==> src/logic/cpuPkg.sv <==
package cpuPkg;

    // primary opcodes
    localparam logic [5:0] opSpecial = 6'h00;
    localparam logic [5:0] opJ       = 6'h02;
    localparam logic [5:0] opBeq     = 6'h04;
    localparam logic [5:0] opBne     = 6'h05;
    localparam logic [5:0] opAddi    = 6'h08;
    localparam logic [5:0] opAddiu   = 6'h09;
    localparam logic [5:0] opLw      = 6'h23;
    localparam logic [5:0] opSw      = 6'h2b;

    // funct field under opSpecial
    localparam logic [5:0] fnRte = 6'h13;
    localparam logic [5:0] fnAdd = 6'h20;
    localparam logic [5:0] fnSub = 6'h22;
    localparam logic [5:0] fnAnd = 6'h24;
    localparam logic [5:0] fnSlt = 6'h2a;

    localparam logic [1:0] aluAdd = 2'd0;
    localparam logic [1:0] aluSub = 2'd1;
    localparam logic [1:0] aluAnd = 2'd2;
    localparam logic [1:0] aluSlt = 2'd3;

    localparam logic srcAPc  = 1'b0;
    localparam logic srcAReg = 1'b1;

    localparam logic [1:0] srcBReg    = 2'd0;
    localparam logic [1:0] srcBFour   = 2'd1;
    localparam logic [1:0] srcBImm    = 2'd2;
    localparam logic [1:0] srcBBranch = 2'd3; // sign-extended imm << 2

    localparam logic [2:0] pcSeq     = 3'd0;
    localparam logic [2:0] pcAluOut  = 3'd1;
    localparam logic [2:0] pcJump    = 3'd2;
    localparam logic [2:0] pcHandler = 3'd3;
    localparam logic [2:0] pcEpc     = 3'd4;

    localparam logic wbAluOut = 1'b0;
    localparam logic wbMem    = 1'b1;

    typedef struct packed {
        logic [5:0] opcode;
        logic [4:0] rs;
        logic [4:0] rt;
        logic [4:0] rd;
        logic [4:0] shamt;
        logic [5:0] funct;
    } rFields;

    // j target spans rs, rt and imm
    typedef struct packed {
        logic [5:0]  opcode;
        logic [4:0]  rs;
        logic [4:0]  rt;
        logic [15:0] imm;
    } iFields;

    typedef union packed {
        rFields r;
        iFields i;
    } instrWord;

endpackage

==> src/logic/alu.sv <==
module alu (
    input  logic [31:0] aluA,
    input  logic [31:0] aluB,
    input  logic [1:0]  aluOp,
    output logic [31:0] aluResult,
    output logic        zero,
    output logic        overflow
);
    import cpuPkg::*;

    logic        subtract;
    logic [31:0] bOperand;
    logic [31:0] sum;
    logic        sumOvf;

    // slt shares the subtractor
    assign subtract = (aluOp == aluSub) || (aluOp == aluSlt);
    assign bOperand = subtract ? ~aluB : aluB;
    assign sum      = aluA + bOperand + {31'd0, subtract};
    assign sumOvf   = (aluA[31] == bOperand[31]) && (sum[31] != aluA[31]);

    always_comb begin
        case (aluOp)
            aluAnd:  aluResult = aluA & aluB;
            aluSlt:  aluResult = {31'd0, sum[31] ^ sumOvf}; // signed less-than
            default: aluResult = sum;
        endcase
    end

    assign zero     = (aluResult == 32'd0);
    assign overflow = sumOvf && (aluOp == aluAdd || aluOp == aluSub);

endmodule

==> src/logic/controlUnit.sv <==
module controlUnit (
    input  logic             clk,
    input  logic             arstN,
    input  cpuPkg::instrWord instr,
    input  logic             zero,
    input  logic             overflow,
    output logic             pcWrite,
    output logic [2:0]       pcSrc,
    output logic             epcWrite,
    output logic             irWrite,
    output logic             regLoad,
    output logic             aluOutWrite,
    output logic             mdrLoad,
    output logic             memRead,
    output logic             memWrite,
    output logic             addrFromAlu,
    output logic             aluSrcA,
    output logic [1:0]       aluSrcB,
    output logic [1:0]       aluOp,
    output logic             regWrite,
    output logic             regDstRd,
    output logic             wbSel
);
    import cpuPkg::*;

    localparam logic [4:0] sReset      = 5'd0;
    localparam logic [4:0] sFetch      = 5'd1;
    localparam logic [4:0] sLoadIr     = 5'd2;
    localparam logic [4:0] sDecode     = 5'd3;
    localparam logic [4:0] sExec       = 5'd4;
    localparam logic [4:0] sWriteBack  = 5'd5;
    localparam logic [4:0] sExecI      = 5'd6;
    localparam logic [4:0] sWriteBackI = 5'd7;
    localparam logic [4:0] sAddr       = 5'd8;
    localparam logic [4:0] sMemRead    = 5'd9;
    localparam logic [4:0] sMemLatch   = 5'd10;
    localparam logic [4:0] sWriteLoad  = 5'd11;
    localparam logic [4:0] sMemWrite   = 5'd12;
    localparam logic [4:0] sBranch     = 5'd13;
    localparam logic [4:0] sJump       = 5'd14;
    localparam logic [4:0] sReturn     = 5'd15;
    localparam logic [4:0] sExcept     = 5'd16;

    logic [4:0] state;
    logic [4:0] nextState;
    logic [5:0] opcode;
    logic [5:0] funct;
    logic       rtypeLegal;
    logic       trapsOnOvf;

    assign opcode     = instr.r.opcode;
    assign funct      = instr.r.funct;
    assign rtypeLegal = (funct == fnAdd) || (funct == fnSub) ||
                        (funct == fnAnd) || (funct == fnSlt);
    assign trapsOnOvf = (funct == fnAdd) || (funct == fnSub); // slt and and never trap

    always_ff @(posedge clk or negedge arstN) begin
        if (!arstN) begin
            state <= sReset;
        end else begin
            state <= nextState;
        end
    end

    always_comb begin
        nextState = sFetch;
        case (state)
            sFetch:  nextState = sLoadIr;
            sLoadIr: nextState = sDecode;
            sDecode: begin
                case (opcode)
                    opSpecial: begin
                        if (funct == fnRte) begin
                            nextState = sReturn;
                        end else if (rtypeLegal) begin
                            nextState = sExec;
                        end else begin
                            nextState = sExcept;
                        end
                    end
                    opAddi, opAddiu: nextState = sExecI;
                    opLw, opSw:      nextState = sAddr;
                    opBeq, opBne:    nextState = sBranch;
                    opJ:             nextState = sJump;
                    default:         nextState = sExcept; // illegal opcode
                endcase
            end
            sExec:     nextState = (trapsOnOvf && overflow) ? sExcept : sWriteBack;
            sExecI:    nextState = (opcode == opAddi && overflow) ? sExcept : sWriteBackI;
            sAddr:     nextState = (opcode == opSw) ? sMemWrite : sMemRead;
            sMemRead:  nextState = sMemLatch;
            sMemLatch: nextState = sWriteLoad;
            default:   nextState = sFetch;
        endcase
    end

    always_comb begin
        pcWrite     = 1'b0;
        pcSrc       = pcSeq;
        epcWrite    = 1'b0;
        irWrite     = 1'b0;
        regLoad     = 1'b0;
        aluOutWrite = 1'b0;
        mdrLoad     = 1'b0;
        memRead     = 1'b0;
        memWrite    = 1'b0;
        addrFromAlu = 1'b0;
        aluSrcA     = srcAPc;
        aluSrcB     = srcBFour;
        aluOp       = aluAdd;
        regWrite    = 1'b0;
        regDstRd    = 1'b0;
        wbSel       = wbAluOut;
        case (state)
            sFetch: begin
                memRead = 1'b1;
                pcWrite = 1'b1; // pc + 4 from the alu
            end
            sLoadIr: irWrite = 1'b1;
            sDecode: begin
                regLoad     = 1'b1;
                aluSrcB     = srcBBranch;
                aluOutWrite = 1'b1; // branch target, used only by beq/bne
            end
            sExec: begin
                aluSrcA     = srcAReg;
                aluSrcB     = srcBReg;
                aluOutWrite = 1'b1;
                case (funct)
                    fnSub:   aluOp = aluSub;
                    fnAnd:   aluOp = aluAnd;
                    fnSlt:   aluOp = aluSlt;
                    default: aluOp = aluAdd;
                endcase
            end
            sWriteBack: begin
                regWrite = 1'b1;
                regDstRd = 1'b1;
            end
            sExecI, sAddr: begin
                aluSrcA     = srcAReg;
                aluSrcB     = srcBImm;
                aluOutWrite = 1'b1;
            end
            sWriteBackI: regWrite = 1'b1;
            sMemRead: begin
                memRead     = 1'b1;
                addrFromAlu = 1'b1;
            end
            sMemLatch: mdrLoad = 1'b1;
            sWriteLoad: begin
                regWrite = 1'b1;
                wbSel    = wbMem;
            end
            sMemWrite: begin
                memWrite    = 1'b1;
                addrFromAlu = 1'b1;
            end
            sBranch: begin
                aluSrcA = srcAReg;
                aluSrcB = srcBReg;
                aluOp   = aluSub;
                pcSrc   = pcAluOut;
                pcWrite = (opcode == opBeq) ? zero : !zero;
            end
            sJump: begin
                pcSrc   = pcJump;
                pcWrite = 1'b1;
            end
            sReturn: begin
                pcSrc   = pcEpc;
                pcWrite = 1'b1;
            end
            sExcept: begin
                epcWrite = 1'b1; // pc already points past the faulting instr
                pcSrc    = pcHandler;
                pcWrite  = 1'b1;
            end
            default: ;
        endcase
    end

endmodule

==> src/logic/mipsCore.sv <==
module mipsCore #(
    parameter logic [31:0] resetAddr   = 32'h0000_0000,
    parameter logic [31:0] handlerAddr = 32'h0000_0100
) (
    input  logic        clk,
    input  logic        arstN,
    input  logic [31:0] memRdata,
    output logic [31:0] memAddr,
    output logic [31:0] memWdata,
    output logic        memRead,
    output logic        memWrite
);
    import cpuPkg::*;

    instrWord    instr;
    logic        zero;
    logic        overflow;
    logic        pcWrite;
    logic [2:0]  pcSrc;
    logic        epcWrite;
    logic        irWrite;
    logic        regLoad;
    logic        aluOutWrite;
    logic        mdrLoad;
    logic        addrFromAlu;
    logic        aluSrcA;
    logic [1:0]  aluSrcB;
    logic [1:0]  aluOp;
    logic        regWrite;
    logic        regDstRd;
    logic        wbSel;
    logic [31:0] pc;
    logic [31:0] aluA;
    logic [31:0] aluB;
    logic [31:0] aluResult;
    logic [31:0] aluOutReg;
    logic [31:0] rsData;
    logic [31:0] rtData;
    logic [31:0] wbData;
    logic [4:0]  wbAddr;

    controlUnit ctrl (
        .clk(clk), .arstN(arstN), .instr(instr), .zero(zero), .overflow(overflow),
        .pcWrite(pcWrite), .pcSrc(pcSrc), .epcWrite(epcWrite), .irWrite(irWrite),
        .regLoad(regLoad), .aluOutWrite(aluOutWrite), .mdrLoad(mdrLoad),
        .memRead(memRead), .memWrite(memWrite), .addrFromAlu(addrFromAlu),
        .aluSrcA(aluSrcA), .aluSrcB(aluSrcB), .aluOp(aluOp), .regWrite(regWrite),
        .regDstRd(regDstRd), .wbSel(wbSel)
    );

    pcUnit #(.resetAddr(resetAddr), .handlerAddr(handlerAddr)) pcU (
        .clk(clk), .arstN(arstN), .pcWrite(pcWrite), .pcSrc(pcSrc), .epcWrite(epcWrite),
        .aluResult(aluResult), .aluOutReg(aluOutReg),
        .jumpTarget({instr.i.rs, instr.i.rt, instr.i.imm}), .pc(pc), .epc()
    );

    operandStage ops (
        .clk(clk), .arstN(arstN), .irWrite(irWrite), .regLoad(regLoad),
        .aluOutWrite(aluOutWrite), .mdrLoad(mdrLoad), .addrFromAlu(addrFromAlu),
        .aluSrcA(aluSrcA), .aluSrcB(aluSrcB), .wbSel(wbSel), .regDstRd(regDstRd),
        .memRdata(memRdata), .pc(pc), .rsData(rsData), .rtData(rtData),
        .aluResult(aluResult), .instr(instr), .aluA(aluA), .aluB(aluB),
        .aluOutReg(aluOutReg), .memAddr(memAddr), .memWdata(memWdata),
        .wbData(wbData), .wbAddr(wbAddr)
    );

    regFile regs (
        .clk(clk), .arstN(arstN), .regWrite(regWrite), .rsAddr(instr.r.rs),
        .rtAddr(instr.r.rt), .wbAddr(wbAddr), .wbData(wbData),
        .rsData(rsData), .rtData(rtData)
    );

    alu aluU (
        .aluA(aluA), .aluB(aluB), .aluOp(aluOp),
        .aluResult(aluResult), .zero(zero), .overflow(overflow)
    );

endmodule

==> src/logic/operandStage.sv <==
module operandStage (
    input  logic             clk,
    input  logic             arstN,
    input  logic             irWrite,
    input  logic             regLoad,
    input  logic             aluOutWrite,
    input  logic             mdrLoad,
    input  logic             addrFromAlu,
    input  logic             aluSrcA,
    input  logic [1:0]       aluSrcB,
    input  logic             wbSel,
    input  logic             regDstRd,
    input  logic [31:0]      memRdata,
    input  logic [31:0]      pc,
    input  logic [31:0]      rsData,
    input  logic [31:0]      rtData,
    input  logic [31:0]      aluResult,
    output cpuPkg::instrWord instr,
    output logic [31:0]      aluA,
    output logic [31:0]      aluB,
    output logic [31:0]      aluOutReg,
    output logic [31:0]      memAddr,
    output logic [31:0]      memWdata,
    output logic [31:0]      wbData,
    output logic [4:0]       wbAddr
);
    import cpuPkg::*;

    logic [31:0] aReg;
    logic [31:0] bReg;
    logic [31:0] mdrReg;
    logic [31:0] immExt;

    always_ff @(posedge clk or negedge arstN) begin
        if (!arstN) begin
            instr <= '0;
        end else if (irWrite) begin
            instr <= memRdata;
        end
    end

    always_ff @(posedge clk) begin
        if (regLoad) begin
            aReg <= rsData;
            bReg <= rtData;
        end
        if (aluOutWrite) aluOutReg <= aluResult;
        if (mdrLoad) mdrReg <= memRdata;
    end

    assign immExt = {{16{instr.i.imm[15]}}, instr.i.imm};

    assign aluA = (aluSrcA == srcAReg) ? aReg : pc;

    always_comb begin
        case (aluSrcB)
            srcBReg:    aluB = bReg;
            srcBFour:   aluB = 32'd4;
            srcBImm:    aluB = immExt;
            srcBBranch: aluB = {immExt[29:0], 2'b00};
            default:    aluB = bReg;
        endcase
    end

    assign memAddr  = addrFromAlu ? aluOutReg : pc;
    assign memWdata = bReg; // sw data is rt
    assign wbData   = (wbSel == wbMem) ? mdrReg : aluOutReg;
    assign wbAddr   = regDstRd ? instr.r.rd : instr.r.rt;

endmodule

==> src/logic/pcUnit.sv <==
module pcUnit #(
    parameter logic [31:0] resetAddr   = 32'h0000_0000,
    parameter logic [31:0] handlerAddr = 32'h0000_0100
) (
    input  logic        clk,
    input  logic        arstN,
    input  logic        pcWrite,
    input  logic [2:0]  pcSrc,
    input  logic        epcWrite,
    input  logic [31:0] aluResult,
    input  logic [31:0] aluOutReg,
    input  logic [25:0] jumpTarget,
    output logic [31:0] pc,
    output logic [31:0] epc
);
    import cpuPkg::*;

    logic [31:0] pcNext;

    always_comb begin
        case (pcSrc)
            pcSeq:     pcNext = aluResult; // pc + 4 computed in fetch
            pcAluOut:  pcNext = aluOutReg;
            pcJump:    pcNext = {pc[31:28], jumpTarget, 2'b00};
            pcHandler: pcNext = handlerAddr;
            pcEpc:     pcNext = epc;
            default:   pcNext = aluResult;
        endcase
    end

    always_ff @(posedge clk or negedge arstN) begin
        if (!arstN) begin
            pc <= resetAddr;
        end else if (pcWrite) begin
            pc <= pcNext;
        end
    end

    // return address for rte
    always_ff @(posedge clk or negedge arstN) begin
        if (!arstN) begin
            epc <= 32'd0;
        end else if (epcWrite) begin
            epc <= pc;
        end
    end

endmodule

==> src/logic/regFile.sv <==
module regFile (
    input  logic        clk,
    input  logic        arstN,
    input  logic        regWrite,
    input  logic [4:0]  rsAddr,
    input  logic [4:0]  rtAddr,
    input  logic [4:0]  wbAddr,
    input  logic [31:0] wbData,
    output logic [31:0] rsData,
    output logic [31:0] rtData
);

    logic [31:0] regs [32];

    always_ff @(posedge clk or negedge arstN) begin
        if (!arstN) begin
            for (int i = 0; i < 32; i++) begin
                regs[i] <= 32'd0;
            end
        end else if (regWrite && wbAddr != 5'd0) begin
            regs[wbAddr] <= wbData;
        end
    end

    // $zero is hardwired
    assign rsData = (rsAddr == 5'd0) ? 32'd0 : regs[rsAddr];
    assign rtData = (rtAddr == 5'd0) ? 32'd0 : regs[rtAddr];

endmodule

==> config.mk <==
export PLATFORM = sky130hd
export DESIGN_NAME = mipsCore
export DESIGN_NICKNAME = d
export VERILOG_FILES = /design/src/logic/cpuPkg.sv /design/src/logic/alu.sv /design/src/logic/controlUnit.sv /design/src/logic/mipsCore.sv /design/src/logic/operandStage.sv /design/src/logic/pcUnit.sv /design/src/logic/regFile.sv
export SDC_FILE = /design/constraint.sdc
export NUM_CORES = 2
export LEC_CHECK = 0
export ABC_AREA = 1
export BUFFER_PORTS_ARGS = -buffer_cell sky130_fd_sc_hd__buf_2
export CORE_UTILIZATION = 41
export CTS_CLUSTER_DIAMETER = 40
export CTS_CLUSTER_SIZE = 24
export DETAILED_ROUTE_END_ITERATION = 7
export PLACE_DENSITY_LB_ADDON = 0.2
export SYNTH_ARGS = -nofsm -noshare
export SYNTH_HDL_FRONTEND = slang
export SYNTH_SLANG_ARGS = --single-unit
==> constraint.sdc <==
create_clock -name clk -period 5.7 [get_ports clk]
set_input_delay 0.855 -clock clk [delete_from_list [all_inputs] [get_ports clk]]
set_output_delay 0.855 -clock clk [all_outputs]
set_load 0.02 [all_outputs]
After elaboration in Yosys (flattened, before gate mapping)
Cells that the tools add are included.
W data, S select, Z words.
{"block": "totals", "output_inout_bits": 66, "wordCells": 167, "in_bits": 34, "ff_bits": 1253}
{"block": "classes", "n_addsub": 2, "bitwise_logic": 7, "magnitude_cmp": 4, "reduce_logical": 31, "eq_ne": 40, "mux": 42}
{"cell": "$bwmux W1024", "n": 1}
{"cell": "$bmux W32 S5", "n": 2}
{"cell": "$mux W32", "n": 9}
{"cell": "$pmux W32 S4", "n": 2}
{"cell": "$demux W32 S5", "n": 1}
{"cell": "$pmux W32 S2", "n": 1}
{"cell": "$eq A5 B4 Y1 const B", "n": 8}
{"cell": "$pmux W5 S8", "n": 1}
{"cell": "$eq A6 B6 Y1 const B", "n": 6}
{"cell": "$add A32 B1 Y32", "n": 1}
{"cell": "$add A32 B32 Y32", "n": 1}
{"cell": "$and A32 B32 Y32", "n": 1}
{"cell": "$logic_not A32 Y1", "n": 1}
{"cell": "$not A32 Y32", "n": 1}
{"cell": "$mux W5", "n": 5}
{"cell": "$pmux W5 S5", "n": 1}
{"cell": "$eq A5 B3 Y1 const B", "n": 4}
{"cell": "$ge A6 B6 Y1 const B", "n": 3}
{"cell": "$not A5 Y6", "n": 3}
{"cell": "$reduce_or A2 Y1", "n": 7}
{"cell": "$mux W1", "n": 13}
{"cell": "$eq A6 B3 Y1 const B", "n": 2}
{"cell": "$eq A6 B4 Y1 const B", "n": 2}
{"cell": "$pmux W2 S3", "n": 2}
{"cell": "other kinds (29)", "n": 48}

Longest topological paths before layout
{"block": "logic_depth", "depth_word": 18, "ltp_mapped": 37, "ltp_nobuf": 35}

By module
A second synthesis with hierarchy kept.
{"block": "unflattened", "cells_unflattened": 10399, "hier_area_um2": 71976.5}
{"mod": "regFile", "seq_area_each_um2": 25624.6, "cells_each": 8318, "area_per_inst_um2": 56987.2, "n_inst": 1}
{"mod": "operandStage", "seq_area_each_um2": 4644.5, "cells_each": 659, "area_per_inst_um2": 6792.8, "n_inst": 1}
{"mod": "pcUnit", "seq_area_each_um2": 1601.5, "cells_each": 580, "area_per_inst_um2": 4035.1, "n_inst": 1}
{"mod": "alu", "seq_area_each_um2": 0.0, "cells_each": 702, "area_per_inst_um2": 3398.3, "n_inst": 1}
{"mod": "controlUnit", "seq_area_each_um2": 125.1, "cells_each": 140, "area_per_inst_um2": 763.2, "n_inst": 1}

Least setup slack after synthesis
Ideal clock, no wire load.
{"block": "synth_path", "path_type": "reg2reg", "startpoint": "reg ctrl.state[0]", "endpoint": "reg pcU.pc[9]", "setup_slack_ns": 0.935, "period_less_slack_ns": 4.765, "t_required_ns": 5.578, "stages_incl_launch_ff": 30, "arrival_time_ns": 4.644, "path_buffers": 2, "setup_ns": 0.122, "cell_sequence": "dfrtp_1 > nand2_1 > nor2_1 > nand2_1 > inv_2 > buf_2 > a22oi_1 > a21oi_1 > xor2_1 > ha_1 > nand2_1 > nand3_1 > nand2_1 > nand2_1 > or2_2 > nand3_1 > nand2_1 > nor2_1 > nand3_1 > nor3_2 > nand4_1 > nor2_1 > nand3_1 > nor2_1 > nand3_1 > nand3_2 > nand2_4 > buf_4 > nand2_1 > o21ai_1"}
{"block": "synth_between", "elab_cells_between_ends": 46, "classes_between": "2 x add/sub; 21 x eq/ne; 11 x mux; 3 x bitwise; 9 x reduce/logical"}
{"element": "start, declared", "line": "controlUnit.sv:44", "source": "logic [4:0] state;"}
{"element": "start signal, assigned", "line": "controlUnit.sv:59", "source": "state <= sReset;"}
{"element": "start signal, assigned", "line": "controlUnit.sv:61", "source": "state <= nextState;"}
{"element": "$eq A5 B4 Y1 or $eq A5 B3 Y1 (tied branches)", "line": "controlUnit.sv:114", "source": "case (state)"}
{"element": "$reduce_or A2 Y1 (on tied branches)"}
{"element": "$pmux W2 S3", "line": "controlUnit.sv:114"}
{"element": "$eq A2 B2 Y1 (tied with other cells)", "line": "operandStage.sv:56", "source": "case (aluSrcB)"}
{"element": "$pmux W32 S4", "line": "operandStage.sv:56"}
{"element": "$not A32 Y32", "line": "alu.sv:18", "source": "assign bOperand = subtract ? ~aluB : aluB;"}
{"element": "$mux W32", "line": "alu.sv:18"}
{"element": "$add A32 B32 Y32", "line": "alu.sv:19", "source": "assign sum = aluA + bOperand + {31'd0, subtract};"}
{"element": "$add A32 B1 Y32", "line": "alu.sv:19"}
{"element": "$pmux W32 S2 *", "line": "alu.sv:23", "source": "case (aluOp)"}
{"element": "via aluResult[6]", "line": "mipsCore.sv:35", "source": "logic [31:0] aluResult;"}
{"element": "$logic_not A32 Y1 *", "line": "alu.sv:30", "source": "assign zero = (aluResult == 32'd0);"}
{"element": "$logic_not A1 Y1", "line": "controlUnit.sv:164", "source": "pcWrite = (opcode == opBeq) ? zero : !zero;"}
{"element": "$mux W1 *", "line": "controlUnit.sv:164"}
{"element": "$pmux W1 S2 *", "line": "controlUnit.sv:114"}
{"element": "end signal, assigned", "line": "pcUnit.sv:33", "source": "pc <= resetAddr;"}
{"element": "end signal, assigned", "line": "pcUnit.sv:35", "source": "pc <= pcNext;"}
{"element": "end, declared", "line": "pcUnit.sv:13", "source": "output logic [31:0] pc,"}
Mark *: on every way through the listed nets, which the timed path passes. The rest lies on a longest branch.
A chain may end at the register's enable or synchronous reset.

Worst setup path after layout
{"block": "layout_path", "startpoint": "reg ctrl.state[3]", "endpoint": "reg pcU.pc[3]"}
The elaborated chain is that of the path after synthesis.

==> metrics.csv <==
metric;value;unit
fin_nets;8582;
avgSynthCellArea;7.540;um2
finalHoldViolCount;0;
synth.most_common_cell;o21ai_0;
cp.required;6430;ps
yosys.area_share.simple;18.92;%
ant_nets;0;
synth_area_leaders;dfrtp_1 42%, o21ai_0 17%, nand2_1 8.9%;
ys_seq_elements;1253;
grt_usage;33.63;%
cts_tree;yes;
synthFlopType;dfrtp_1;
status;finished, violations left;
post_cts_buffers;0;
drc;5;
ys_top_cells_by_count;2317 x o21ai_0, 1591 x nand2_1, 1445 x nor2_1;
synth_area;66960;um2
gp_congestion;0.9928;
grt_overflow;0;
p_comb_share;46.5;%
critPathMaxStageDelay;500;ps
setup_viol;0;
r2r_end;pcU.pc[3]$_DFFE_PN0P_;
clock_latency;860;ps
synth_top_family_by_area;compound AO/OA/AOI/OAI gates;
power.internal;25.15;mW
end_kind;flip-flop;
path_clk_slew;60;ps
powerDensity;633.1;nW/um2
firstDrtPassIters;8;
max_freq;0.1882;GHz
worstSetupStartpointType;flip-flop;
fin_skew;42.55;ps
slew_violations;3;
post_synth_fa_ha_maj_area_fraction;0.5905;%
wl_per_cell;26.04;um
synthMuxAreaShare;0.1943;%
start_util;41.51;%
timing.critical_path.mode_cell;nand3_1;
grtUsageMet1;46.28;%
dp.cells;10475;
tightest_slew;1771;ps
crit_fanout;16;
cts.path.max_buffers;3;
synthesis.instances;8880;
power.net_switching;23.01;mW
synth_cell_types;57;
maxCapViolCount;1;
dieArea;164900;um2
synth_top_area_cell;dfrtp_1;
seq_area_frac_synth;47.79;%
num_rows;147;
syn_nets;8945;
post_drt_via_cell_ratio;6.158;
cts_sinks;1253;
min_period_over_period;93.24;%
layout-drive-gt1-share;8.537;%
yosys_warnings;0;
pwr-share-clk;26.5;%
nFillCells;15848;
antenna_found_initial;11;
drt_iter0_markers;9409;
grt_pass1_vias;62213;
core_area;161300;um2
die_h;406.1;um
grt_pass1_wl;415000;um
rsz0062_at_grt;no;
p_seq_share;27.0;%
port-buffer-count;99;
critPathSlowestCell;fa_1;
instances_no_fill;10863;
ios;100;
syn2layout_area_growth;13.60;%
crit_type;reg -> reg;
leakage;32.82;nW
swShare;47.78;%
r2r_cells;30;
synth-async-reset-ratio;89.78;%
synth_top_area_share;42.05;%
grt_max_degree;153;
hold_buffers;0;
crit-reg2reg-launch;ctrl.state[3]$_DFF_PN0_;
regToRegSetupSlack;390;ps
synth_compound_area_share;26.18;%
cts_buffers;198;
htree_levels;4;
hpwl;158500;um
synth_edf_count;128;
tns;0;ps
violations;DRC, capacitance limit, slew limit;
use_met2;50.06;%
critPathArrivalTime;6040;ps
vias;66897;
finalCriticalPeriod;5315;ps
routed_wl;282800;um
die_w;406.1;um
busiest_layer;met2;
slew_headroom;-18.84;%
hold_path.class;in -> async;
met3_usage;7.223;%
yosys.area_share.xor_xnor;0.4447;%
peakVddDrop;0.0004937;V
root_buffer;clkbuf_16;
[cell type report]
type | count | area, um2 | share of cell area (%)
flip-flops and latches | 1253 | 32030 | 42.11
multi-input cells | 6601 | 31340 | 41.21
clock buffers | 241 | 5363 | 7.050
well taps | 2160 | 2703 | 3.553
repair buffers | 255 | 2095 | 2.754
clock inverters | 134 | 1678 | 2.206
inverters | 208 | 825.8 | 1.086
diodes | 11 | 27.53 | 0.03619
[flip-flops by register name, summed over array words and instances, names as in the netlist]
| register | flops |
|---|---|
| pcU.pc | 32 |
| ops.mdrReg | 32 |
| ops.aReg | 32 |
| pcU.epc | 32 |
| regs.regs | 1024 |
| ops.memWdata | 32 |
| ops.aluOutReg | 32 |
| ctrl.state | 5 |
| ops.instr | 32 |
[what timing repair did]
item / in CTS / in global routing
setup endpoints to repair: 0 / 3
resized for setup: 0 / 1
endpoints found under the hold margin: 0 / 0
[per-stage QoR]
step / setup WS, ps / util, % / power, mW / hold WS, ps / cell area [um2]
2_1_floorplan: 934.7 / - / 26.00 / 447.5 / 66960
3_3_place_gp: 403.0 / 42.75 / 34.40 / 388.1 / 68960
3_5_place_dp: 390.4 / 42.75 / 34.57 / 390.6 / 68960
4_1_cts: 370.1 / 47.12 / 47.35 / 65.77 / 76000
5_1_grt: 26.63 / 47.14 / 50.41 / 96.01 / 76040
6_report: 385.2 / 47.15 / 48.15 / 65.48 / 76060
[worst max-delay path by stage]
stage / start / end / slack, ps / depth (start not counted)
CTS: ctrl.state[3]$_DFF_PN0_ / pcU.pc[13]$_DFFE_PN0P_ / 370 / 30
global route: ctrl.state[3]$_DFF_PN0_ / pcU.pc[31]$_DFFE_PN0P_ / 30 / 31
global placement: ctrl.state[3]$_DFF_PN0_ / pcU.pc[3]$_DFFE_PN0P_ / 400 / 31
floorplan: ctrl.state[0]$_DFF_PN0_ / pcU.pc[9]$_DFFE_PN0P_ / 930 / 29
detailed placement: ctrl.state[3]$_DFF_PN0_ / pcU.pc[13]$_DFFE_PN0P_ / 390 / 30
finish: ctrl.state[3]$_DFF_PN0_ / pcU.pc[3]$_DFFE_PN0P_ / 390 / 30
[logic make-up (layout without fill, tap and decap cells)]
family	count (synthesis)	in the layout
AND/OR/NAND/NOR	3237	3238
other	0	11
flip-flops	1253	1253
AO/OA/AOI/OAI	3285	3285
multiplexers	13	13
adder cells (fa/ha/maj)	31	31
XOR/XNOR	34	34
buffers and inverters	1027	838
[critical path, delay by kind of cell, from the launching register on]
| kind | cells | cell delay, ps |
|---|---|---|
| AND/OR/NAND/NOR | 24 | 3300 |
| buffers and inverters | 4 | 890 |
| adder cells (fa/ha/maj) | 1 | 500 |
| flip-flops | 1 | 440 |
| AO/OA/AOI/OAI | 1 | 50 |
[routing by layer]
layer | share of wire [%] | routed length, um
met3 | 11 | 30520
met5 | 0.033 | 92
met4 | 4.7 | 13240
met2 | 43 | 121700
met1 | 41 | 117300
[placed cells by master, fill, tap and decap left out, types with 22 or more instances in the layout]
| cell type | synthesis | routed |
|---|---|---|
| inv_1 | 194 | 187 |
| buf_12 | 0 | 32 |
| nand2_1 | 1591 | 1582 |
| o21ai_0 | 2317 | 2297 |
| clkbuf_1 | 772 | 24 |
| a21oi_1 | 129 | 129 |
| nand2_4 | 19 | 35 |
| buf_4 | 7 | 123 |
| dfrtp_1 | 1125 | 1115 |
| o22ai_1 | 620 | 619 |
| xor2_1 | 33 | 33 |
| clkinv_2 | 0 | 22 |
| clkbuf_16 | 0 | 204 |
| nor2_1 | 1445 | 1444 |
| bufinv_16 | 0 | 22 |
| ha_1 | 30 | 30 |
| inv_6 | 0 | 26 |
| o32ai_1 | 35 | 35 |
| nand3_1 | 105 | 104 |
| edfxtp_1 | 128 | 128 |
| o21ai_1 | 127 | 128 |
| buf_2 | 12 | 98 |
[power groups by stage]
stage,clock network (mW),registers (mW),logic (mW)
floorplan,0,12.0,14.0
global placement,0,13.0,21.4
detailed placement,0,13.0,21.6
CTS,12.9,12.9,21.6
global route,13.3,13.1,24.1
finish,12.8,13.0,22.4
Note: power is estimated with default switching activity, not from simulation.
